==> config.mk <==
export PLATFORM = sky130hd
export DESIGN_NAME = mini_accel_top
export DESIGN_NICKNAME = d
export VERILOG_FILES = /design/src/hw/mini_accel_pkg.sv /design/src/hw/mini_accel_top.sv /design/src/hw/mac_accumulator.sv /design/src/hw/booth_mul_int8.sv /design/src/hw/axil_reg_slave.sv
export VERILOG_INCLUDE_DIRS = /design/src /design/src/hw
export SDC_FILE = /design/constraint.sdc
export NUM_CORES = 1
export LEC_CHECK = 0
export BUFFER_PORTS_ARGS = -buffer_cell sky130_fd_sc_hd__buf_2
export CAP_MARGIN = 20
export CORE_AREA = 2 2 113 115
export DETAILED_ROUTE_END_ITERATION = 7
export DIE_AREA = 0 0 115 117
export GPL_TIMING_DRIVEN = 0
export HOLD_SLACK_MARGIN = 0.15
export PLACE_DENSITY = 0.81
export SYNTH_ARGS = -nofsm -noshare
export SYNTH_HDL_FRONTEND = slang
export SYNTH_SLANG_ARGS = --single-unit
==> constraint.sdc <==
create_clock -name clock -period 3.3 [get_ports clock]
set_input_delay 0.66 -clock clock [delete_from_list [all_inputs] [get_ports clock]]
set_output_delay 0.66 -clock clock [all_outputs]
set_load 0.05 [all_outputs]
==> src/hw/accel_config.svh <==
`ifndef ACCEL_CONFIG_SVH
`define ACCEL_CONFIG_SVH

// int8 data format
`define INT8_W      8
`define PROD_W      16
`define ACC_W       32

// axi4-lite bus
`define AXIL_ADDR_W 5
`define AXIL_DATA_W 32

// register map, byte offsets
`define REG_OPERANDS 5'h00
`define REG_CTRL     5'h04
`define REG_STATUS   5'h08
`define REG_PRODUCT  5'h0C
`define REG_ACC      5'h10

// one booth step per multiplier bit
`define BOOTH_ITER  8

`endif
==> src/hw/mini_accel_pkg.sv <==
`default_nettype none

`include "accel_config.svh"

package mini_accel_pkg;

    // signed operand, product and running sum
    typedef logic signed [`INT8_W-1:0] int8_t;
    typedef logic signed [`PROD_W-1:0] prod_t;
    typedef logic signed [`ACC_W-1:0]  acc_t;

    // axi4-lite fields
    typedef logic [`AXIL_ADDR_W-1:0] axil_addr_t;
    typedef logic [`AXIL_DATA_W-1:0] axil_data_t;
    typedef logic [1:0]              axil_resp_t;

    // response codes we actually return
    localparam axil_resp_t RESP_OKAY   = 2'b00;
    localparam axil_resp_t RESP_SLVERR = 2'b10;

    // booth engine fsm
    typedef enum logic {
        IDLE,
        COMPUTE
    } booth_state_e;

endpackage

`default_nettype wire

==> src/hw/mini_accel_top.sv <==
`default_nettype none

module mini_accel_top (
    input  logic                       clock,
    input  logic                       arst_n,
    input  mini_accel_pkg::axil_addr_t awaddr,
    input  logic                       awvalid,
    output logic                       awready,
    input  mini_accel_pkg::axil_data_t wdata,
    input  logic                       wvalid,
    output logic                       wready,
    output mini_accel_pkg::axil_resp_t bresp,
    output logic                       bvalid,
    input  logic                       bready,
    input  mini_accel_pkg::axil_addr_t araddr,
    input  logic                       arvalid,
    output logic                       arready,
    output mini_accel_pkg::axil_data_t rdata,
    output mini_accel_pkg::axil_resp_t rresp,
    output logic                       rvalid,
    input  logic                       rready
);
    import mini_accel_pkg::*;

    // front end to engine
    logic  start;
    int8_t multiplicand;
    int8_t multiplier;

    // engine to accumulator and status
    logic  busy;
    prod_t product;
    logic  prod_valid;

    // accumulator control and result
    logic  acc_clear;
    logic  acc_enable;
    acc_t  acc;
    logic  done;

    axil_reg_slave reg_slave_i (
        .clock        (clock),
        .arst_n       (arst_n),
        .awaddr       (awaddr),
        .awvalid      (awvalid),
        .awready      (awready),
        .wdata        (wdata),
        .wvalid       (wvalid),
        .wready       (wready),
        .bresp        (bresp),
        .bvalid       (bvalid),
        .bready       (bready),
        .araddr       (araddr),
        .arvalid      (arvalid),
        .arready      (arready),
        .rdata        (rdata),
        .rresp        (rresp),
        .rvalid       (rvalid),
        .rready       (rready),
        .busy         (busy),
        .product      (product),
        .acc          (acc),
        .done         (done),
        .start        (start),
        .multiplicand (multiplicand),
        .multiplier   (multiplier),
        .acc_clear    (acc_clear),
        .acc_enable   (acc_enable)
    );

    booth_mul_int8 booth_i (
        .clock        (clock),
        .arst_n       (arst_n),
        .start        (start),
        .multiplicand (multiplicand),
        .multiplier   (multiplier),
        .busy         (busy),
        .product      (product),
        .prod_valid   (prod_valid)
    );

    mac_accumulator mac_i (
        .clock      (clock),
        .arst_n     (arst_n),
        .prod_valid (prod_valid),
        .product    (product),
        .acc_clear  (acc_clear),
        .acc_enable (acc_enable),
        .start      (start),
        .acc        (acc),
        .done       (done)
    );

endmodule

`default_nettype wire

==> src/hw/mac_accumulator.sv <==
`default_nettype none

`include "accel_config.svh"

module mac_accumulator (
    input  logic                  clock,
    input  logic                  arst_n,
    input  logic                  prod_valid,
    input  mini_accel_pkg::prod_t product,
    input  logic                  acc_clear,
    input  logic                  acc_enable,
    input  logic                  start,
    output mini_accel_pkg::acc_t  acc,
    output logic                  done
);
    import mini_accel_pkg::*;

    acc_t prod_ext;

    assign prod_ext = {{(`ACC_W-`PROD_W){product[`PROD_W-1]}}, product};

    // clear beats a product landing in the same cycle
    // sum wraps modulo 2^32
    always_ff @(posedge clock or negedge arst_n) begin
        if (!arst_n) begin
            acc <= '0;
        end else if (acc_clear) begin
            acc <= '0;
        end else if (prod_valid && acc_enable) begin
            acc <= acc + prod_ext;
        end
    end

    // sticky done, re-armed by the next product
    always_ff @(posedge clock or negedge arst_n) begin
        if (!arst_n) begin
            done <= 1'b0;
        end else if (start) begin
            done <= 1'b0;
        end else if (prod_valid) begin
            done <= 1'b1;
        end
    end

    // clear is a single-cycle command from the register front end
    assert property (@(posedge clock) disable iff (!arst_n) acc_clear |=> !acc_clear)
        else $error("mac_accumulator: acc_clear held for two cycles");

endmodule

`default_nettype wire

==> src/hw/booth_mul_int8.sv <==
`default_nettype none

`include "accel_config.svh"

module booth_mul_int8 (
    input  logic                  clock,
    input  logic                  arst_n,
    input  logic                  start,
    input  mini_accel_pkg::int8_t multiplicand,
    input  mini_accel_pkg::int8_t multiplier,
    output logic                  busy,
    output mini_accel_pkg::prod_t product,
    output logic                  prod_valid
);
    import mini_accel_pkg::*;

    // {partial sum, multiplier, guard}
    // the extra partial sum bit keeps -128 in range
    localparam int SUM_W = `INT8_W + 1;
    localparam int REG_W = SUM_W + `INT8_W + 1;
    localparam int CNT_W = $clog2(`BOOTH_ITER + 1);

    booth_state_e     state;
    int8_t            mcand_q;
    logic [REG_W-1:0] booth_q;
    logic [REG_W-1:0] load_val;
    logic [CNT_W-1:0] iter_left;

    // one radix-2 step: add/sub the multiplicand, then arithmetic shift right
    function automatic logic [REG_W-1:0] booth_step(
        input logic [REG_W-1:0] r,
        input int8_t            m
    );
        logic signed [SUM_W-1:0] psum;
        logic signed [SUM_W-1:0] m_ext;
        logic signed [REG_W-1:0] full;
        psum  = r[REG_W-1 -: SUM_W];
        m_ext = {m[`INT8_W-1], m};
        case (r[1:0])
            2'b01:   psum = psum + m_ext;
            2'b10:   psum = psum - m_ext;
            default: ;
        endcase
        full = {psum, r[REG_W-SUM_W-1:0]};
        return full >>> 1;
    endfunction

    assign load_val = {{SUM_W{1'b0}}, multiplier, 1'b0};

    always_ff @(posedge clock or negedge arst_n) begin
        if (!arst_n) begin
            state     <= IDLE;
            booth_q   <= '0;
            iter_left <= '0;
        end else begin
            case (state)
                IDLE: begin
                    if (start) begin
                        // first step folded into the load
                        booth_q   <= booth_step(load_val, multiplicand);
                        iter_left <= CNT_W'(`BOOTH_ITER - 1);
                        state     <= COMPUTE;
                    end
                end
                COMPUTE: begin
                    if (iter_left == '0) begin
                        state <= IDLE;
                    end else begin
                        booth_q   <= booth_step(booth_q, mcand_q);
                        iter_left <= iter_left - 1'b1;
                    end
                end
                default: begin
                    state <= IDLE;
                end
            endcase
        end
    end

    always_ff @(posedge clock) begin
        if (start) begin
            mcand_q <= multiplicand;
        end
    end

    assign busy       = (state == COMPUTE);
    assign prod_valid = (state == COMPUTE) && (iter_left == '0);
    // result sits just above the guard bit and holds while idle
    assign product    = booth_q[2*`INT8_W:1];

    // front end must hold off new operands until the engine is free
    assert property (@(posedge clock) disable iff (!arst_n) start |-> !busy)
        else $error("booth_mul_int8: start while busy");

    // fixed latency the front end and testbench rely on
    assert property (@(posedge clock) disable iff (!arst_n)
        start |-> ##(`BOOTH_ITER) prod_valid)
        else $error("booth_mul_int8: product not ready after BOOTH_ITER cycles");

endmodule

`default_nettype wire

==> src/hw/axil_reg_slave.sv <==
`default_nettype none

`include "accel_config.svh"

module axil_reg_slave (
    input  logic                       clock,
    input  logic                       arst_n,
    input  mini_accel_pkg::axil_addr_t awaddr,
    input  logic                       awvalid,
    output logic                       awready,
    input  mini_accel_pkg::axil_data_t wdata,
    input  logic                       wvalid,
    output logic                       wready,
    output mini_accel_pkg::axil_resp_t bresp,
    output logic                       bvalid,
    input  logic                       bready,
    input  mini_accel_pkg::axil_addr_t araddr,
    input  logic                       arvalid,
    output logic                       arready,
    output mini_accel_pkg::axil_data_t rdata,
    output mini_accel_pkg::axil_resp_t rresp,
    output logic                       rvalid,
    input  logic                       rready,
    input  logic                       busy,
    input  mini_accel_pkg::prod_t      product,
    input  mini_accel_pkg::acc_t       acc,
    input  logic                       done,
    output logic                       start,
    output mini_accel_pkg::int8_t      multiplicand,
    output mini_accel_pkg::int8_t      multiplier,
    output logic                       acc_clear,
    output logic                       acc_enable
);
    import mini_accel_pkg::*;

    logic       wr_accept;
    logic       rd_accept;
    logic       op_reject;
    logic       wr_operands;
    axil_resp_t wr_resp;
    axil_data_t rd_data;
    axil_resp_t rd_resp;

    // one access of each kind in flight, a pending response blocks the next
    assign wr_accept = awvalid && wvalid && !bvalid;
    assign rd_accept = arvalid && !rvalid;

    assign awready = wr_accept;
    assign wready  = wr_accept;
    assign arready = rd_accept;

    // start is still in flight for one cycle before busy rises
    assign op_reject   = busy || start;
    assign wr_operands = wr_accept && (awaddr == `REG_OPERANDS) && !op_reject;

    always_comb begin : wr_decode
        wr_resp = RESP_OKAY;
        case (awaddr)
            `REG_OPERANDS: begin
                if (op_reject) begin
                    wr_resp = RESP_SLVERR;
                end
            end
            `REG_CTRL: begin
                wr_resp = RESP_OKAY;
            end
            default: begin
                wr_resp = RESP_SLVERR;
            end
        endcase
    end

    always_comb begin : rd_decode
        rd_data = '0;
        rd_resp = RESP_OKAY;
        case (araddr)
            `REG_OPERANDS, `REG_CTRL: begin
                // write-only, read back as zero
                rd_data = '0;
            end
            `REG_STATUS: begin
                rd_data = {{(`AXIL_DATA_W-2){1'b0}}, done, busy};
            end
            `REG_PRODUCT: begin
                rd_data = {{(`AXIL_DATA_W-`PROD_W){product[`PROD_W-1]}}, product};
            end
            `REG_ACC: begin
                rd_data = acc;
            end
            default: begin
                rd_resp = RESP_SLVERR;
            end
        endcase
    end

    // write channel and command pulses
    always_ff @(posedge clock or negedge arst_n) begin
        if (!arst_n) begin
            bvalid     <= 1'b0;
            start      <= 1'b0;
            acc_clear  <= 1'b0;
            acc_enable <= 1'b0;
        end else begin
            start     <= wr_operands;
            acc_clear <= 1'b0;
            if (wr_accept) begin
                bvalid <= 1'b1;
                if (awaddr == `REG_CTRL) begin
                    acc_clear  <= wdata[0];
                    acc_enable <= wdata[1];
                end
            end else if (bready) begin
                bvalid <= 1'b0;
            end
        end
    end

    // read channel
    always_ff @(posedge clock or negedge arst_n) begin
        if (!arst_n) begin
            rvalid <= 1'b0;
        end else if (rd_accept) begin
            rvalid <= 1'b1;
        end else if (rready) begin
            rvalid <= 1'b0;
        end
    end

    // operands and response payload
    always_ff @(posedge clock) begin
        if (wr_operands) begin
            multiplicand <= wdata[`INT8_W-1:0];
            multiplier   <= wdata[2*`INT8_W-1:`INT8_W];
        end
        if (wr_accept) begin
            bresp <= wr_resp;
        end
        if (rd_accept) begin
            rdata <= rd_data;
            rresp <= rd_resp;
        end
    end

    // responses wait for the master, unchanged
    assert property (@(posedge clock) disable iff (!arst_n)
        bvalid && !bready |=> bvalid && $stable(bresp))
        else $error("axil_reg_slave: write response dropped before bready");

    assert property (@(posedge clock) disable iff (!arst_n)
        rvalid && !rready |=> rvalid && $stable(rdata) && $stable(rresp))
        else $error("axil_reg_slave: read response changed before rready");

endmodule

`default_nettype wire

==> impl_metrics.csv, run 1 <==
group,metric,value,unit
grt,grt_max_degree,61,
final_layout,fin_nets,912,
routing,first_pass_iters,5,
timing,rsz0062_at_grt,"false",
routing,via_per_inst,5.999,
timing,max-slew-margin-rel,45.39,%
grt,grt_antenna_before_repair,0,
yosys,synth_edf_count,58,
power,total_power,6.209,mW
clocking,htreeDepth,4,
final_layout,layout_common_cells,"80 x nand2_1, 76 x a21oi_1, 70 x buf_2, 59 x dfrtp_1, 58 x edfxtp_1",
final_layout,antenna_cells,0,
clocking,cts_sinks,118,
yosys,yosysWarnings,0,
yosys,syn_area,7087,sq um
timing,min_period_over_period,92.93,%
routing,wire_per_inst,17.89,um
critical_path,worstPathBufferInverterCount,1,
routing,postRouteAntennaNets,0,
placement,numPlacedInstances,948,
critical_path,cp.arrival,3400,ps
routing,vias,5879,
final_layout,final_common_cell,"nand2_1",
placement,gp_congestion,0.9443,
critical_path,path_cells,"ha_1, clkbuf_1, nand4_1, o21ai_0, a211oi_1, nor3b_1, o41ai_1, xnor2_1, nand2_1, a21oi_1",
routing,route.detailed.drc,0,
final_layout,final_cells,980,
yosys,synth_cells,725,
yosys,async_flop_share,50.85,%
critical_path,cp_top_family,"simple AND/OR/NAND/NOR gates",
critical_path,crit_path_end_kind,"flop",
critical_path,crit_slowest_cell,"dfrtp_4",
critical_path,crit_required,3630,ps
final_layout,drive_above_1_share,14.22,%
grt,grt_pass1_vias,5690,
clocking,cts_buffers,17,
die,initial_core_util,57.56,%
die,fp.dieW,115,um
clocking,cts.path.max_buffers,2,
clocking,clock_latency,430,ps
placement,io_buffers,71,
grt,grt_usage,27.21,%
timing,max_freq,326.1,MHz
routing,drt_iter0_markers,451,
die,die_area,13460,sq um
clocking,tritoncts,"built",
critical_path,path_class,"flop to flop",
final_layout,area_delta_synth_final,16.31,%
yosys,synth-seq-area-share,45.76,%
timing,finalMaxSlewViolations,0,
power,p_leak,3.737,nW
yosys,synth.distinct_cells,64,
timing,setup_viol,0,
timing,skew,11.80,ps
clocking,hold_buffers,0,
placement,dpl-instance-area,7664,sq um
die,die-height,117,um
job,max-cap-violations,0,
worst_hold_path,hp-class,"input pin to asynchronous set/reset pin",
critical_path,worstPathMaxFanout,22,
die,boundaryPins,90,
placement,place_ws,-138.4,ps
clocking,clk_pin_slew,60,ps
timing,finalCriticalPeriod,3067,ps
yosys,avgSynthCellArea,9.775,sq um
status,status,"completed",
power,cellPowerDensity,753.3,nW/um^2
yosys,synth_ff_type,"dfrtp_1",
clocking,cts-root-buf,"clkbuf_16",
grt,grt_pass1_wl,28260,um
routing,route.final.wire_length,17530,um
die,rows,41,
final_layout,final_cell_area,8243,sq um
power,ir_drop,0.4301,mV
critical_path,start_kind,"flop",
grt,gr-total-overflow,0,
timing,worst_slew_pin_slew,819.1,ps
critical_path,slowest_delay,620,ps
yosys,synth_seq_cells,118,
placement,hpwl,12720,um
timing,finalHoldViolCount,0,
die,core_area,12310,sq um
timing,setup_slack,233.3,ps
## cell usage after synthesis, drive strengths merged, types with 9 or more instances
cell type / instances / share of area, %
clkbuf: 36 / 1.9
mux2i: 12 / 1.7
nand3: 17 / 1.2
dfrtp: 60 / 21
ha: 44 / 7.8
nor2: 45 / 2.4
a21oi: 77 / 5.5
xor2: 13 / 1.6
nand2: 80 / 4.2
a22o: 13 / 1.6
and2: 9 / 0.79
a31oi: 9 / 0.88
o21ai: 39 / 2.8
inv: 25 / 1.3
edfxtp: 58 / 25
a21o: 37 / 3.9
xnor2: 28 / 3.5
nand4: 10 / 0.88
nor3: 15 / 1.1
## worst register-to-register path, delay by kind of cell, from the launching register on
family	cells	cell delay (ps)
AO/OA/AOI/OAI	4	740
adder cells (fa/ha/maj)	1	370
flip-flops	1	620
buffers and inverters	1	350
XOR/XNOR	1	190
AND/OR/NAND/NOR	3	730
## report_power, final
part / internal (mW) / switching (mW)
Clock: 1.09 / 0.652
Combinational: 0.929 / 1.49
Sequential: 1.76 / 0.284
Total: 3.78 / 2.43
## cell families (layout without fill, tap and decap cells)
logic type	Yosys count	in the layout	share of synthesized area, %
other cells	1	2	0.05292
fa+ha+maj	46	46	8.333
flops	118	118	45.76
mux	14	14	2.013
xor+xnor	41	41	5.067
simple gates	212	212	14.16
compound gates	227	227	20.96
buf+inv	66	170	3.655
## repair_timing
action                     4_1_cts  5_1_grt
setup buffers                    0        1
setup endpoints to repair        3        4
gates resized for setup          1        3
hold endpoints to repair         0        0
pin swaps                        0        1
## area by class of cell
class	count	area (sq um)
Fill cell	943	4069
Multi-Input combinational cell	542	3610
Sequential cell	118	3247
Clock buffer	24	483.0
Timing Repair Buffer	73	385.4
Tap cell	150	187.7
Buffer	40	161.4
Inverter	25	93.84
Clock inverter	8	75.07
## metal layers
| layer | track usage, % | vias to the layer above | wire length (um) |
|---|---|---|---|
| met5 | 0 | - | 0 |
| met4 | 11.33 | 0 | 378 |
| met3 | 5.664 | 42 | 920 |
| met2 | 43.29 | 199 | 8184 |
| met1 | 36.63 | 2793 | 8046 |
| li1 | - | 2845 | - |
## per-stage QoR
step	utilization [%]	setup TNS, ps	hold slack, ps
floorplan	-	0	364.4
CTS	66.79	0	365.0
detailed placement	62.25	-209.0	475.3
global placement	62.02	-168.9	482.5
finish	66.95	0	334.3
global route	66.95	0	400.9
## registers in the layout (all words and copies together), names as in the netlist
| register | flops |
|---|---|
| mac_i.done | 1 |
| reg_slave_i.multiplicand | 8 |
| reg_slave_i.rresp | 1 |
| reg_slave_i.bresp | 1 |
| mac_i.acc | 32 |
| booth_i.iter_left | 4 |
| reg_slave_i.rvalid | 1 |
| reg_slave_i.bvalid | 1 |
| booth_i.mcand_q | 8 |
| reg_slave_i.acc_enable | 1 |
| reg_slave_i.multiplier | 8 |
| reg_slave_i.rdata | 32 |
| reg_slave_i.acc_clear | 1 |
| booth_i.busy | 1 |
| reg_slave_i.start | 1 |
| booth_i.booth_q | 17 |
## worst paths after layout
path | startpoint | to | slack [ps] | cells after the start
worst max register to register | booth_i.booth_q[16] | mac_i.acc[28] | 230 | 10
worst min register to register | reg_slave_i.multiplicand[1] | booth_i.mcand_q[1] | 490 | 0
worst max-delay path | booth_i.booth_q[16] | mac_i.acc[28] | 230 | 10
max in group asynchronous | arst_n | booth_i.booth_q[16] | 2340 | 1
min in group clock | rready | reg_slave_i.rvalid | 410 | 2
worst min-delay path | arst_n | mac_i.acc[26] | 330 | 1
(Power assumes the default switching activity.)
==> run 2, diff against run 1 <==
Settings changed: RECOVER_POWER set to 25.
==> run 2 against run 1 <==
Against the previous run:
- global-route usage did not move
- the flow now finishes with violations (capacitance limit, slew limit)
- highest routed layer unchanged
- clock skew barely moved
- register-to-register slack barely moved
- via count rose by 0.15%
- power barely moved
- clock power barely moved
- cell count did not move
- routed wire length barely moved
==> impl_metrics.csv, run 2 (same netlist as run 1, synthesis figures left out) <==
group,metric,value,unit
final_layout,final.fill_count,945,
worst_hold_path,hold_start,"rready",
grt,grt_antenna_before_repair,0,
placement,gp_congestion,0.9443,
timing,rsz0062_at_grt,"false",
critical_path,start_kind,"flop",
die,rows,41,
timing,setup_viol,0,
final_layout,fin_nets,912,
final_layout,multiInputGateArea,3602,sq um
critical_path,worstPathBufferInverterCount,1,
final_layout,layout_common_cells,"80 x nand2_1, 76 x a21oi_1, 68 x buf_2, 59 x dfrtp_1, 58 x edfxtp_1",
routing,postRouteAntennaNets,0,
routing,route.detailed.drc,0,
die,boundaryPins,90,
timing,finalCriticalPeriod,3065,ps
die,die-height,117,um
final_layout,seq_area,3247,sq um
power,ir_drop,0.4297,mV
final_layout,final_common_cell,"nand2_1",
die,die_area,13460,sq um
job,max-cap-violations,1,
placement,place_ws,-138.4,ps
timing,min_period_over_period,92.87,%
grt,gr-total-overflow,0,
critical_path,crit_path_end_kind,"flop",
clocking,cts-root-buf,"clkbuf_16",
grt,grt_max_degree,61,
critical_path,crit_required,3630,ps
placement,hpwl,12720,um
timing,max-slew-margin-rel,-7.030,%
clocking,cts_buffers,17,
timing,skew,11.84,ps
power,cellPowerDensity,754.1,nW/um^2
timing,worst_slew_pin_slew,1605,ps
critical_path,worstPathMaxFanout,22,
timing,max_freq,326.3,MHz
die,initial_core_util,57.56,%
placement,dpl-instance-area,7664,sq um
clocking,cts.path.max_buffers,2,
power,p_leak,3.726,nW
critical_path,path_cells,"ha_1, clkbuf_1, nand4_1, o21ai_0, a211oi_1, nor3b_1, o41ai_1, xnor2_1, nand2_1, a21oi_1",
critical_path,crit_start,"booth_i.booth_q[16]",
timing,finalMaxSlewViolations,61,
critical_path,cp.arrival,3400,ps
final_layout,drive_above_1_share,13.86,%
final_layout,antenna_cells,0,
die,core_area,12310,sq um
critical_path,slowest_delay,620,ps
grt,grt_usage,27.21,%
clocking,cts_sinks,118,
grt,grt_pass1_wl,28260,um
critical_path,cp_top_family,"simple AND/OR/NAND/NOR gates",
critical_path,r2r-start,"booth_i.booth_q[16]",
routing,first_pass_iters,5,
clocking,clock_latency,430,ps
die,fp.dieW,115,um
routing,route.final.wire_length,17530,um
routing,drt_iter0_markers,451,
critical_path,crit_slowest_cell,"dfrtp_4",
critical_path,path_class,"flop to flop",
status,violations,"capacitance limit, slew limit",
clocking,tritoncts,"built",
worst_hold_path,hp-class,"input pin to flop",
final_layout,reg_top3,"mac_i.acc x32, reg_slave_i.rdata x32, booth_i.booth_q x17",
final_layout,final_cell_area,8230,sq um
timing,setup_slack,235.3,ps
routing,wire_per_inst,17.89,um
status,status,"finished with violations",
timing,final.setup.tns,0,ps
routing,vias,5888,
clocking,htreeDepth,4,
routing,via_per_inst,6.008,
clocking,clk_pin_slew,50,ps
placement,io_buffers,71,
final_layout,area_delta_synth_final,16.14,%
grt,grt_pass1_vias,5690,
timing,finalHoldViolCount,0,
==> run 2: cell count changes in the layout (fill, tap and decap cells not counted) <==
cell,change
clkbuf_2,+1
clkbuf_1,+2
buf_2,-2
nor2b_4,-1
nor2b_1,+1
buf_4,-1
==> run 2: metrics by stage <==
stage / instances / power (mW) / utilization, % / hold slack (ps)
floorplan: 726 / 3.844 / - / 364.4
global placement: 947 / 4.317 / 62.02 / 482.5
detailed placement: 948 / 4.420 / 62.25 / 475.3
CTS: 980 / 6.176 / 66.79 / 365.0
global route: 980 / 6.597 / 66.85 / 403.8
finish: 980 / 6.207 / 66.85 / 407.9
==> run 2: final cells by class <==
| class | count | share of cell area [%] |
|---|---|---|
| multi-input combinational | 542 | 43.77 |
| sequential | 118 | 39.45 |
| clock buffer | 24 | 5.868 |
| timing repair buffer | 73 | 4.621 |
| tap | 150 | 2.280 |
| buffer | 40 | 1.961 |
| inverter | 25 | 1.140 |
| clock inverter | 8 | 0.9121 |
==> run 2: worst paths after layout <==
check	endpoint	slack (ps)	depth (start not counted)
worst max register to register	mac_i.acc[28]	240	10
worst min-delay path	reg_slave_i.rvalid	410	2
min in group asynchronous	mac_i.acc[26]	650	1
worst min register to register	reg_slave_i.rvalid	490	1
max in group asynchronous	booth_i.booth_q[16]	1490	1
worst max-delay path	mac_i.acc[28]	240	10
==> run 2: routing by layer <==
| metal | vias up | global-route usage [%] | share of wire [%] |
|---|---|---|---|
| met3 | 44 | 5.664 | 5.2 |
| met5 | - | 0 | 0 |
| met2 | 201 | 43.29 | 47 |
| li1 | 2843 | - | - |
| met4 | 0 | 11.33 | 2.2 |
| met1 | 2800 | 36.63 | 46 |
==> run 2: repair_timing <==
item,4_1_cts,5_1_grt
pin swaps,0,1
hold buffers,0,0
endpoints found under the setup margin,3,4
resized for setup,1,3
buffers inserted,0,1
==> run 2: report_power, final <==
part	leakage (nW)	internal (mW)	total [mW]	switching, mW
Combinational	2.14	0.927	2.42	1.49
Sequential	1.32	1.76	2.04	0.283
Clock	0.273	1.09	1.75	0.652
==> run 3, diff against run 2 <==
Settings changed: CORE_AREA 2 2 113 115 to 2 2 119 121, DIE_AREA 0 0 115 117 to 0 0 121 123, PLACE_DENSITY 0.81 to 0.77, REMOVE_ABC_BUFFERS set to 1.
Clock period 3.3 ns to 2.62 ns, I/O delays scaled along.
==> run 3 against run 2 <==
Against the previous run:
- the run ends with setup timing left
- first-iteration DRC count rose by 49%
- via count up 6.6%
- count of clock-buffer cells in the layout down 6
- critical path depth is 2 higher
- sequential share of layout area down 4.1 points
- maximum frequency increased by 16%
- power is 48% higher
- routed wire length up 9.0%
- cell area increased by 12%
- global-route usage decreased by 2.8 points
- combinational power up 73%
- critical endpoint is now booth_i.booth_q[15]
- largest cell class unchanged
- highest routed layer unchanged
==> impl_metrics.csv, run 3 (same netlist as run 1, synthesis figures left out) <==
group,metric,value,unit
job,max-cap-violations,0,
power,switchingPower,3.558,mW
timing,worst_slew_pin_slew,1418,ps
clocking,htreeDepth,4,
timing,rsz0062_at_grt,"true",
die,rows,43,
power,clockPowerShare,25.9,%
routing,vias,6278,
critical_path,worstPathBufferInverterCount,1,
timing,skew,9.390,ps
power,total_power,9.164,mW
placement,io_buffers,71,
critical_path,worstPathMaxFanout,6,
power,ir_drop,0.6424,mV
timing,setup_viol,2,
final_layout,layout_common_cells,"80 x nand2_1, 69 x buf_2, 62 x a21oi_1, 58 x edfxtp_1, 49 x dfrtp_1",
grt,grt_pass1_wl,28520,um
final_layout,area_delta_synth_final,30.26,%
placement,dpl-instance-area,7602,sq um
routing,wire_per_inst,18.70,um
die,die_area,14880,sq um
die,initial_core_util,52.06,%
status,status,"finished with violations",
final_layout,final_cell_area,9231,sq um
final_layout,final_common_cell,"nand2_1",
power,p_leak,4.037,nW
die,fp.dieW,121,um
die,boundaryPins,90,
routing,first_pass_iters,5,
timing,finalMaxSlewViolations,0,
clocking,cts-root-buf,"clkbuf_16",
timing,setup_slack,-17.51,ps
power,internal-power,5.607,mW
placement,hpwl,11760,um
worst_hold_path,hp-class,"input pin to flop",
die,core_area,13610,sq um
critical_path,crit_start,"booth_i.booth_q[1]",
critical_path,crit_slowest_cell,"dfrtp_2",
status,violations,"setup timing",
grt,grt_usage,24.45,%
routing,postRouteAntennaNets,0,
grt,grt_max_degree,39,
final_layout,antenna_cells,0,
worst_hold_path,hold_start,"rready",
critical_path,crit_top_cell,"o21ai_2",
routing,route.detailed.drc,0,
timing,min_period_over_period,100.7,%
critical_path,crit_required,2930,ps
grt,grt_antenna_before_repair,0,
critical_path,crit_path_end_kind,"flop",
clocking,clock_latency,440,ps
clocking,tritoncts,"built",
final_layout,reg_top3,"mac_i.acc x32, reg_slave_i.rdata x32, booth_i.booth_q x17",
clocking,cts_sinks,118,
routing,route.final.wire_length,19110,um
final_layout,fin_nets,924,
clocking,cts_buffers,17,
grt,gr-total-overflow,0,
critical_path,path_class,"flop to flop",
grt,grt_pass1_vias,5946,
final_layout,drive_above_1_share,29.93,%
final_layout,final_cells,1022,
routing,drt_iter0_markers,671,
power,cellPowerDensity,992.7,nW/um^2
die,die-height,123,um
timing,max-slew-margin-rel,5.477,%
critical_path,cp.arrival,2950,ps
placement,gp_congestion,0.8985,
clocking,cts.path.max_buffers,2,
timing,max_freq,379.1,MHz
critical_path,slowest_delay,450,ps
placement,numPlacedInstances,941,
timing,whs,260.4,ps
critical_path,r2r-start,"booth_i.booth_q[1]",
timing,finalHoldViolCount,0,
routing,via_per_inst,6.143,
power,pwr-share-comb,45.6,%
timing,finalCriticalPeriod,2638,ps
clocking,clk_pin_slew,50,ps
power,power_switching_share,38.82,%
critical_path,start_kind,"flop",
critical_path,cp_top_family,"compound AO/OA/AOI/OAI gates",
power,power_frac_seq,28.5,%
critical_path,path_cells,"buf_12, ha_4, mux2i_4, ha_1, nor2b_1, o21ai_2, a21oi_2, o21a_1, nor2_2, o21ai_2, xor2_1, o31a_1",
## run 3: final timing paths
| check | cells after the start | slack (ps) | to |
|---|---|---|---|
| hold reg to reg | 0 | 480 | booth_i.mcand_q[1] |
| setup / recovery | 12 | -20 | booth_i.booth_q[15] |
| min in group asynchronous | 2 | 950 | mac_i.acc[24] |
| setup reg to reg | 12 | -20 | booth_i.booth_q[15] |
| max in group asynchronous | 2 | 660 | booth_i.booth_q[16] |
| hold / removal | 2 | 260 | reg_slave_i.rvalid |
## run 3: stage by stage
| step | setup slack (ps) | util (%) | setup TNS (ps) |
|---|---|---|---|
| after global placement | -1484 | 55.14 | -58740 |
| after detailed placement | -636.1 | 55.85 | -10270 |
| after global routing | -106.9 | 67.82 | -595.8 |
| after floorplan | -673.8 | - | -31140 |
| final | -17.51 | 67.82 | -23.18 |
| after CTS | -4.748 | 63.85 | -6.900 |
## run 3: repair_timing
item | 4_1_cts | 5_1_grt
endpoints found under the hold margin | 22 | 0
pin swaps | 22 | 47
hold buffers | 1 | 0
endpoints found under the setup margin | 29 | 18
setup buffers | 18 | 29
gates resized for setup | 67 | 59
## run 3: layer usage
layer / share of wire (%) / track usage [%]
met4: 3.4 / 8.794
met5: 0 / 0
met3: 5.8 / 5.581
met1: 41 / 29.26
met2: 50 / 43.19
## run 3: power by group through the flow
stage | clock (mW) | sequential (mW) | combinational (mW)
after floorplan | 0 | 2.61 | 2.21
after global placement | 0 | 2.59 | 2.78
after detailed placement | 0 | 2.61 | 2.92
after CTS | 2.37 | 2.58 | 3.51
after global routing | 2.45 | 2.64 | 4.49
final | 2.38 | 2.61 | 4.18
## run 3: layout make-up
cell class              instances  area (sq um)
clock buffers                  18         439.2
clock inverters                14         158.9
fillers                       946          4380
inverters                      25         93.84
multi-input cells             542          4178
flip-flops and latches        118          3259
well taps                     180         225.2
repair buffers                125         877.1
